===== config.mk =====
export PLATFORM = sky130hd
export DESIGN_NAME = rp_frontend_top
export DESIGN_NICKNAME = d
export VERILOG_FILES = /design/src/rp_fe_pkg.sv /design/src/adc_input_stage.sv /design/src/dac_mixer.sv /design/src/sys_bus_decoder.sv /design/src/housekeeping_regs.sv /design/src/rp_frontend_top.sv
export SDC_FILE = /design/constraint.sdc
export NUM_CORES = 1
export LEC_CHECK = 0
export BUFFER_PORTS_ARGS = -buffer_cell sky130_fd_sc_hd__buf_2
export CELL_PAD_IN_SITES_DETAIL_PLACEMENT = 1
export CELL_PAD_IN_SITES_GLOBAL_PLACEMENT = 1
export CORE_UTILIZATION = 37
export CTS_CLUSTER_DIAMETER = 200
export DETAILED_ROUTE_END_ITERATION = 10
export PLACE_DENSITY_LB_ADDON = 0.1
export SLEW_MARGIN = 10
export SYNTH_ARGS = -nofsm -noshare
export SYNTH_HDL_FRONTEND = slang
export SYNTH_SLANG_ARGS = --single-unit

===== constraint.sdc =====
create_clock -name adc_clk -period 3.7 [get_ports adc_clk]
set_input_delay 0.74 -clock adc_clk [delete_from_list [all_inputs] [get_ports adc_clk]]
set_output_delay 0.74 -clock adc_clk [all_outputs]
set_load 0.05 [all_outputs]

===== src/rp_fe_pkg.sv =====
package rp_fe_pkg;

  //////////////////////////////////////////////////////////////////////
  // analog channels and sample widths
  //////////////////////////////////////////////////////////////////////

  localparam int unsigned N_CH      = 2;            // ADC / DAC channels
  localparam int unsigned ADC_RAW_W = 16;           // word on the ADC pins
  localparam int unsigned ADC_DROP  = 2;            // reserved LSBs of the 16 bit ADC
  localparam int unsigned SMP_W     = 14;           // stream sample width
  localparam int unsigned SUM_W     = SMP_W + 1;    // one guard bit for asg + pid

  //////////////////////////////////////////////////////////////////////
  // system bus
  //////////////////////////////////////////////////////////////////////

  localparam int unsigned BUS_AW = 32;              // address width
  localparam int unsigned BUS_DW = 32;              // data width

  // region field sits at addr[22:20]
  localparam int unsigned REGION_LSB = 20;
  localparam int unsigned REGION_W   = 3;
  localparam int unsigned N_REGION   = 1 << REGION_W;  // 8 slots

  // housekeeping block
  localparam int unsigned HK_REGION = 0;

  // byte offsets inside the region, sized to the offset field
  localparam logic [REGION_LSB-1:0] HK_ID_OFS   = 'h0;  // id word
  localparam logic [REGION_LSB-1:0] HK_LOOP_OFS = 'h4;  // digital loop flag

  localparam logic [BUS_DW-1:0] HK_ID_VALUE = 32'h5250_0e14;  // fixed id

  //////////////////////////////////////////////////////////////////////
  // shared types
  //////////////////////////////////////////////////////////////////////

  typedef logic        [ADC_RAW_W-1:0] raw_t;       // raw ADC word, unsigned
  typedef logic signed [SMP_W-1:0]     smp_t;       // two's complement sample
  typedef logic signed [SUM_W-1:0]     sum_t;       // sum before saturation
  typedef logic        [BUS_DW-1:0]    bus_word_t;  // one bus word

endpackage : rp_fe_pkg


===== src/adc_input_stage.sv =====
`timescale 1ns/1ps

module adc_input_stage (
  // clock and reset
  input  logic                                   adc_clk,
  input  logic                                   rst_n_i,
  // ADC pins
  input  rp_fe_pkg::raw_t [rp_fe_pkg::N_CH-1:0]  adc_dat_i,
  // digital loopback
  input  logic                                   loop_en_i,   // from housekeeping
  input  rp_fe_pkg::smp_t [rp_fe_pkg::N_CH-1:0]  loop_dat_i,  // saturated DAC sum
  // sample stream
  output rp_fe_pkg::smp_t [rp_fe_pkg::N_CH-1:0]  adc_dat_o
);

  //////////////////////////////////////////////////////////////////////
  // input register
  //////////////////////////////////////////////////////////////////////

  // one word per channel, reserved LSBs already dropped
  logic [rp_fe_pkg::N_CH-1:0][rp_fe_pkg::SMP_W-1:0] adc_raw;

  // meant to land in the IOB flops
  always_ff @(posedge adc_clk or negedge rst_n_i)
  begin
    if (!rst_n_i)
    begin
      adc_raw <= '0;
    end
    else
    begin
      for (int i = 0; i < rp_fe_pkg::N_CH; i++)
      begin
        // keep bits 15..2
        adc_raw[i] <= adc_dat_i[i][rp_fe_pkg::ADC_RAW_W-1:rp_fe_pkg::ADC_DROP];
      end
    end
  end

  //////////////////////////////////////////////////////////////////////
  // code conversion and loopback select
  //////////////////////////////////////////////////////////////////////

  // negative slope code -> two's complement
  // msb stays, the rest is inverted
  always_comb
  begin
    for (int i = 0; i < rp_fe_pkg::N_CH; i++)
    begin
      if (loop_en_i)
      begin
        adc_dat_o[i] = loop_dat_i[i];  // DAC sum replaces the ADC
      end
      else
      begin
        adc_dat_o[i] = {adc_raw[i][rp_fe_pkg::SMP_W-1],
                        ~adc_raw[i][rp_fe_pkg::SMP_W-2:0]};
      end
    end
  end

endmodule : adc_input_stage


===== src/dac_mixer.sv =====
`timescale 1ns/1ps

module dac_mixer (
  // clock and reset
  input  logic                                                adc_clk,
  input  logic                                                rst_n_i,
  // sample sources
  input  rp_fe_pkg::smp_t [rp_fe_pkg::N_CH-1:0]               asg_dat_i,   // generator
  input  rp_fe_pkg::smp_t [rp_fe_pkg::N_CH-1:0]               pid_dat_i,   // controller
  // loopback tap
  output rp_fe_pkg::smp_t [rp_fe_pkg::N_CH-1:0]               loop_dat_o,
  // DAC pins, one bus per channel
  output logic [rp_fe_pkg::N_CH-1:0][rp_fe_pkg::SMP_W-1:0]    dac_dat_o
);

  rp_fe_pkg::sum_t [rp_fe_pkg::N_CH-1:0] dac_sum;  // full range sum
  rp_fe_pkg::smp_t [rp_fe_pkg::N_CH-1:0] dac_sat;  // clamped to 14 bits

  //////////////////////////////////////////////////////////////////////
  // sum and saturation
  //////////////////////////////////////////////////////////////////////

  always_comb
  begin
    for (int i = 0; i < rp_fe_pkg::N_CH; i++)
    begin
      // both operands signed, sign extended to SUM_W
      dac_sum[i] = $signed(asg_dat_i[i]) + $signed(pid_dat_i[i]);

      // top two bits differ -> out of range
      if (dac_sum[i][rp_fe_pkg::SUM_W-1] != dac_sum[i][rp_fe_pkg::SUM_W-2])
      begin
        // 0x1fff for positive overflow, 0x2000 for negative
        dac_sat[i] = {dac_sum[i][rp_fe_pkg::SUM_W-1],
                      {(rp_fe_pkg::SMP_W-1){~dac_sum[i][rp_fe_pkg::SUM_W-1]}}};
      end
      else
      begin
        dac_sat[i] = dac_sum[i][rp_fe_pkg::SMP_W-1:0];  // fits, just truncate
      end
    end
  end

  //////////////////////////////////////////////////////////////////////
  // pipeline registers
  //////////////////////////////////////////////////////////////////////

  // stage 1: saturated sum, also feeds the ADC loopback
  always_ff @(posedge adc_clk or negedge rst_n_i)
  begin
    if (!rst_n_i)
    begin
      loop_dat_o <= '0;
    end
    else
    begin
      loop_dat_o <= dac_sat;
    end
  end

  // stage 2: signed -> offset binary, negative slope
  always_ff @(posedge adc_clk or negedge rst_n_i)
  begin
    if (!rst_n_i)
    begin
      dac_dat_o <= '0;
    end
    else
    begin
      for (int i = 0; i < rp_fe_pkg::N_CH; i++)
      begin
        dac_dat_o[i] <= {loop_dat_o[i][rp_fe_pkg::SMP_W-1],
                         ~loop_dat_o[i][rp_fe_pkg::SMP_W-2:0]};  // invert low 13
      end
    end
  end

endmodule : dac_mixer


===== src/sys_bus_decoder.sv =====
`timescale 1ns/1ps

module sys_bus_decoder (
  // clock and reset
  input  logic                  adc_clk,
  input  logic                  rst_n_i,
  // master side
  input  rp_fe_pkg::bus_word_t  sys_addr_i,   // held until ack
  input  logic                  sys_wen_i,    // single cycle pulse
  input  logic                  sys_ren_i,    // single cycle pulse
  output rp_fe_pkg::bus_word_t  sys_rdata_o,
  output logic                  sys_ack_o,
  output logic                  sys_err_o,
  // housekeeping slave (region 0)
  output logic                  hk_wen_o,
  output logic                  hk_ren_o,
  input  rp_fe_pkg::bus_word_t  hk_rdata_i,
  input  logic                  hk_ack_i,
  input  logic                  hk_err_i
);

  logic [rp_fe_pkg::BUS_AW-1:0]   addr;    // address as seen by the decoder
  logic [rp_fe_pkg::REGION_W-1:0] region;  // addr[22:20]
  logic [rp_fe_pkg::N_REGION-1:0] cs;      // one-hot chip select

  // per region return paths
  rp_fe_pkg::bus_word_t [rp_fe_pkg::N_REGION-1:0] rdata_vec;
  logic [rp_fe_pkg::N_REGION-1:0]                 ack_vec;
  logic [rp_fe_pkg::N_REGION-1:0]                 err_vec;

  logic req;       // pulse this cycle
  logic req_pend;  // request issued, ack still due

  //////////////////////////////////////////////////////////////////////
  // region decode
  //////////////////////////////////////////////////////////////////////

  assign addr   = sys_addr_i;
  assign region = addr[rp_fe_pkg::REGION_LSB +: rp_fe_pkg::REGION_W];

  always_comb
  begin
    cs         = '0;
    cs[region] = 1'b1;
  end

  // enables only reach the selected slave
  assign hk_wen_o = sys_wen_i & cs[rp_fe_pkg::HK_REGION];
  assign hk_ren_o = sys_ren_i & cs[rp_fe_pkg::HK_REGION];

  //////////////////////////////////////////////////////////////////////
  // return multiplexer
  //////////////////////////////////////////////////////////////////////

  always_comb
  begin
    for (int r = 0; r < rp_fe_pkg::N_REGION; r++)
    begin
      if (r == rp_fe_pkg::HK_REGION)
      begin
        rdata_vec[r] = hk_rdata_i;
        ack_vec[r]   = hk_ack_i;
        err_vec[r]   = hk_err_i;
      end
      else
      begin
        rdata_vec[r] = '0;    // unused slot
        ack_vec[r]   = 1'b1;  // answers at once
        err_vec[r]   = 1'b0;
      end
    end
  end

  assign req = sys_wen_i | sys_ren_i;

  // ack and err only count while a request is open
  assign sys_rdata_o = rdata_vec[region];
  assign sys_ack_o   = |(cs & ack_vec) & (req | req_pend);
  assign sys_err_o   = |(cs & err_vec) & (req | req_pend);

  // open request tracker, closed by the ack
  always_ff @(posedge adc_clk or negedge rst_n_i)
  begin
    if (!rst_n_i)
    begin
      req_pend <= 1'b0;
    end
    else if (sys_ack_o)
    begin
      req_pend <= 1'b0;
    end
    else if (req)
    begin
      req_pend <= 1'b1;  // slave answers later
    end
  end

endmodule : sys_bus_decoder


===== src/housekeeping_regs.sv =====
`timescale 1ns/1ps

module housekeeping_regs (
  // clock and reset
  input  logic                  adc_clk,
  input  logic                  rst_n_i,
  // system bus, enables already gated by region
  input  rp_fe_pkg::bus_word_t  sys_addr_i,
  input  rp_fe_pkg::bus_word_t  sys_wdata_i,
  input  logic                  sys_wen_i,
  input  logic                  sys_ren_i,
  output rp_fe_pkg::bus_word_t  sys_rdata_o,
  output logic                  sys_ack_o,
  output logic                  sys_err_o,
  // global configuration
  output logic                  loop_en_o    // digital loopback
);

  logic [rp_fe_pkg::REGION_LSB-1:0] ofs;  // byte offset in the region

  assign ofs = sys_addr_i[rp_fe_pkg::REGION_LSB-1:0];

  //////////////////////////////////////////////////////////////////////
  // write side
  //////////////////////////////////////////////////////////////////////

  always_ff @(posedge adc_clk or negedge rst_n_i)
  begin
    if (!rst_n_i)
    begin
      loop_en_o <= 1'b0;
    end
    else if (sys_wen_i && (ofs == rp_fe_pkg::HK_LOOP_OFS))
    begin
      loop_en_o <= sys_wdata_i[0];  // only bit 0 is kept
    end
  end

  //////////////////////////////////////////////////////////////////////
  // read side and ack
  //////////////////////////////////////////////////////////////////////

  // ack one cycle after either pulse
  always_ff @(posedge adc_clk or negedge rst_n_i)
  begin
    if (!rst_n_i)
    begin
      sys_ack_o <= 1'b0;
    end
    else
    begin
      sys_ack_o <= sys_wen_i | sys_ren_i;
    end
  end

  // read data, updated on read pulses only
  always_ff @(posedge adc_clk)
  begin
    if (sys_ren_i)
    begin
      case (ofs)
        rp_fe_pkg::HK_ID_OFS:   sys_rdata_o <= rp_fe_pkg::HK_ID_VALUE;
        rp_fe_pkg::HK_LOOP_OFS: sys_rdata_o <= {{(rp_fe_pkg::BUS_DW-1){1'b0}}, loop_en_o};
        default:                sys_rdata_o <= '0;  // unmapped offset
      endcase
    end
  end

  assign sys_err_o = 1'b0;  // every offset is legal

endmodule : housekeeping_regs


===== src/rp_frontend_top.sv =====
`timescale 1ns/1ps

module rp_frontend_top (
  // clock and reset
  input  logic                                              adc_clk,
  input  logic                                              rst_n_i,
  // ADC
  input  rp_fe_pkg::raw_t [rp_fe_pkg::N_CH-1:0]             adc_dat_i,   // raw pins
  // generator and controller streams
  input  rp_fe_pkg::smp_t [rp_fe_pkg::N_CH-1:0]             asg_dat_i,
  input  rp_fe_pkg::smp_t [rp_fe_pkg::N_CH-1:0]             pid_dat_i,
  // converted ADC stream
  output rp_fe_pkg::smp_t [rp_fe_pkg::N_CH-1:0]             adc_dat_o,
  // DAC
  output logic [rp_fe_pkg::N_CH-1:0][rp_fe_pkg::SMP_W-1:0]  dac_dat_o,   // offset binary
  output logic                                              dac_rst_o,   // active high
  // system bus
  input  rp_fe_pkg::bus_word_t                              sys_addr_i,
  input  rp_fe_pkg::bus_word_t                              sys_wdata_i,
  input  logic                                              sys_wen_i,
  input  logic                                              sys_ren_i,
  output rp_fe_pkg::bus_word_t                              sys_rdata_o,
  output logic                                              sys_ack_o,
  output logic                                              sys_err_o
);

  rp_fe_pkg::smp_t [rp_fe_pkg::N_CH-1:0] loop_dat;  // saturated sum, registered
  logic                                  loop_en;   // digital loop flag

  // housekeeping slave port
  logic                 hk_wen, hk_ren;
  rp_fe_pkg::bus_word_t hk_rdata;
  logic                 hk_ack, hk_err;

  //////////////////////////////////////////////////////////////////////
  // sample path
  //////////////////////////////////////////////////////////////////////

  adc_input_stage i_adc (
    .adc_clk    (adc_clk  ),
    .rst_n_i    (rst_n_i  ),
    .adc_dat_i  (adc_dat_i),
    .loop_en_i  (loop_en  ),
    .loop_dat_i (loop_dat ),  // DAC -> ADC loop
    .adc_dat_o  (adc_dat_o)
  );

  dac_mixer i_dac (
    .adc_clk    (adc_clk  ),
    .rst_n_i    (rst_n_i  ),
    .asg_dat_i  (asg_dat_i),
    .pid_dat_i  (pid_dat_i),
    .loop_dat_o (loop_dat ),
    .dac_dat_o  (dac_dat_o)
  );

  // DAC reset, set by reset, drops on the first edge after release
  always_ff @(posedge adc_clk or negedge rst_n_i)
  begin
    if (!rst_n_i)
    begin
      dac_rst_o <= 1'b1;
    end
    else
    begin
      dac_rst_o <= 1'b0;
    end
  end

  //////////////////////////////////////////////////////////////////////
  // system bus
  //////////////////////////////////////////////////////////////////////

  sys_bus_decoder i_dec (
    .adc_clk     (adc_clk    ),
    .rst_n_i     (rst_n_i    ),
    .sys_addr_i  (sys_addr_i ),
    .sys_wen_i   (sys_wen_i  ),
    .sys_ren_i   (sys_ren_i  ),
    .sys_rdata_o (sys_rdata_o),
    .sys_ack_o   (sys_ack_o  ),
    .sys_err_o   (sys_err_o  ),
    .hk_wen_o    (hk_wen     ),
    .hk_ren_o    (hk_ren     ),
    .hk_rdata_i  (hk_rdata   ),
    .hk_ack_i    (hk_ack     ),
    .hk_err_i    (hk_err     )
  );

  housekeeping_regs i_hk (
    .adc_clk     (adc_clk    ),
    .rst_n_i     (rst_n_i    ),
    .sys_addr_i  (sys_addr_i ),
    .sys_wdata_i (sys_wdata_i),
    .sys_wen_i   (hk_wen     ),  // region 0 only
    .sys_ren_i   (hk_ren     ),
    .sys_rdata_o (hk_rdata   ),
    .sys_ack_o   (hk_ack     ),
    .sys_err_o   (hk_err     ),
    .loop_en_o   (loop_en    )
  );

endmodule : rp_frontend_top


==> reports/results.ini <==
[yosys]
async_flop_share = 0.9778
syn_area_per_cell_sq_um = 10.45
yosys_register_bits = 90
netlist_instances = 479
synth_edf_count = 2
ys_seq_area_frac = 0.4521
synthesis.area_sq_um = 5006
synth_warnings = 0
ys.flop_type = dfrtp_1
synth_cell_type_count = 68

[global_route]
grt_first_pass_wirelength_mm = 20.78
grt_max_degree = 70
first_global_vias = 4122
antenna_found_initial = 1
grt_remaining_overflow = 0
grt_use_total = 0.1876

[final_layout]
final_common_cell = buf_2
layout.cells.most_common_list = buf_2 (179), dfrtp_1 (86), inv_1 (33)
fin_area_sq_um = 6233
fillCellCount = 1585
syn_to_final_growth_pct = 24.52
fin_nets = 836
multi_input_area_sq_um = 2409
ff_latch_area_sq_um = 2265
drive_gt1_frac = 0.3450

[floorplanning]
start_util = 0.3780
die-area_sq_um = 14000
io_pins = 247
die_height_microns = 118.3
core_sq_um = 13240
fp-row-count = 42
die_x_microns = 118.3

[route]
drc_errors = 0
vias = 4094
ant_nets = 0
viasPerCell = 4.921
wirelength_mm = 12.61
avgRoutedWirePerCell_microns = 15.16
first_pass_iters = 4
drt_iter0_markers = 207

[worst_setup_path]
crit_type = input pin to flop
path_max_fanout = 10
path_cells = buf_2 > ha_1 > fa_1 > a21oi_1 > o221a_2 > o221ai_1 > a21oi_2 > nand2b_1 > o21ai_1 > a31oi_1
critPathSlowestCell = fa_1
r2r_slack_ns = 2.34
cp.required_ns = 3.94
slowest_delay_ns = 0.42
start_kind = input pin
arrival_ns = 3.18
cp-end-kind = flop

[sta]
skew_ns = 0.004121
slew_violations = 0
worst_pin_slew_ns = 0.8954
clock.fmax_mhz = 340.2
setup_violations = 0
hold_ws_ns = 0.3958
setup_tns_ns = 0
rsz0062_at_grt = no
finalHoldViolCount = 0
min_period_ns = 2.939
fin_crit_sh = 0.7945
slew_headroom = 0.4031

[pwr]
vdd.ir_drop.worst_mv = 0.2080
p_leak_nw = 3.038
p_per_area_nw_per_um2 = 516.0

[place]
io_buffers = 180
gp_congestion = 0.8289
place_hpwl_mm = 10.21
placedInstanceArea_sq_um = 5943

[clock_network]
hold_buffers = 0
post_cts_buffers = 0
cts_buffers = 9
clockBufferDepth = 2
cts-resized-gates = 0
htreeDepth = 3
cts_tree = built
cts_root_buf = clkbuf_16
clock-sinks = 90
clkTransAtPathRegs_ns = 0.06
clock_latency_ns = 0.34

[hold_path]
hp-class = flop to flop

[job]
maxCapViolCount = 0

[outcome]
status = finished clean

## cell usage after synthesis (all sizes together), types with 5 or more instances
cell type,number,area [sq um]
o211ai,10,80.07
o21a,7,52.55
buf,38,266.5
nor3,12,60.06
a21oi,28,143.9
ha,28,350.3
inv,33,123.9
dfrtp,87,2177
a21o,11,82.58
a211oi,5,60.05
mux2,7,78.83
nor4,6,37.54
xnor2,9,78.83
xor2,8,70.07
mux2i,24,240.2
nor2,29,121.4
a31oi,6,37.54
or3,5,31.28
nand2,28,120.1
o21ai,18,93.84
clkbuf,7,26.28
nand3,10,50.05
and2,6,37.54
## layer usage
metal / wire length [microns] / GRT usage
met1: 5904 / 0.2554
met2: 5822 / 0.3018
met3: 741 / 0.03571
met4: 144 / 0.05769
met5: 0 / 0
## worst paths after layout
check,startpoint,endpoint,cells after the start
worst max-delay path,asg_dat_i[0],i_dac.loop_dat_o[12],10
worst min-delay path,i_dac.loop_dat_o[27],i_dac.dac_dat_o[27],0
worst max register to register,i_hk.loop_en_o,i_hk.sys_rdata_o[0],1
worst min register to register,i_dac.loop_dat_o[27],i_dac.dac_dat_o[27],0
max in group asynchronous,rst_n_i,i_dac.dac_dat_o[16],2
min in group asynchronous,rst_n_i,i_dac.dac_dat_o[23],1
## final cells by class
cell class / count / share of cell area
Multi-Input combinational cell: 333 / 0.3864
Sequential cell: 90 / 0.3633
Timing Repair Buffer: 183 / 0.1485
Clock buffer: 12 / 0.03794
Tap cell: 176 / 0.03533
Inverter: 33 / 0.01987
Clock inverter: 4 / 0.008230
Antenna cell: 1 / 0.0004014
## report_power, final
group | leakage, nW | switching [W] | internal, W
logic | 1.85 | 0.000815 | 0.000314
registers | 1.05 | 0.0000470 | 0.00116
clock network | 0.137 | 0.000360 | 0.000525
total | 3.04 | 0.00122 | 0.00199
## worst max-delay path: cells and delay by family
family	cells	cell delay (ns)
AO/OA/AOI/OAI	6	1.34
adder cells (fa/ha/maj)	2	0.63
buffers and inverters	1	0.10
AND/OR/NAND/NOR	1	0.36
## flip-flops by register name (all words and copies together) (netlist names)
| name | cells |
|---|---|
| i_adc.adc_raw | 28 |
| i_dac.dac_dat_o | 28 |
| i_dac.loop_dat_o | 28 |
| i_hk.sys_rdata_o | 2 |
| dac_rst_o | 1 |
| i_dec.req_pend | 1 |
| i_hk.loop_en_o | 1 |
| i_hk.sys_ack_o | 1 |
## logic make-up after synthesis
kind of cell | Yosys count | synth area share
AOI/OAI and AO/OA | 117 | 0.1707
and+or+nand+nor | 115 | 0.1217
DFF | 90 | 0.4521
buffers and inverters | 78 | 0.08323
muxes | 31 | 0.06373
adders and majority gates | 30 | 0.07798
xor gates and xnor gates | 17 | 0.02974
other | 1 | 0.0007491
## stage by stage
| stage | utilization | worst slack [ns] | power [W] | std cells |
|---|---|---|---|---|
| final | 0.4707 | 0.7605 | 0.003216 | 832 |
| after global routing | 0.4707 | 0.5476 | 0.003389 | 832 |
| after CTS | 0.4705 | 0.7298 | 0.003261 | 831 |
| after detailed placement | 0.4488 | 0.3803 | 0.002361 | 815 |
| after global placement | 0.4488 | 0.5074 | 0.002335 | 815 |
| after floorplan | - | 0.8286 | 0.002059 | 501 |
Power figures use the tool's default switching activity.
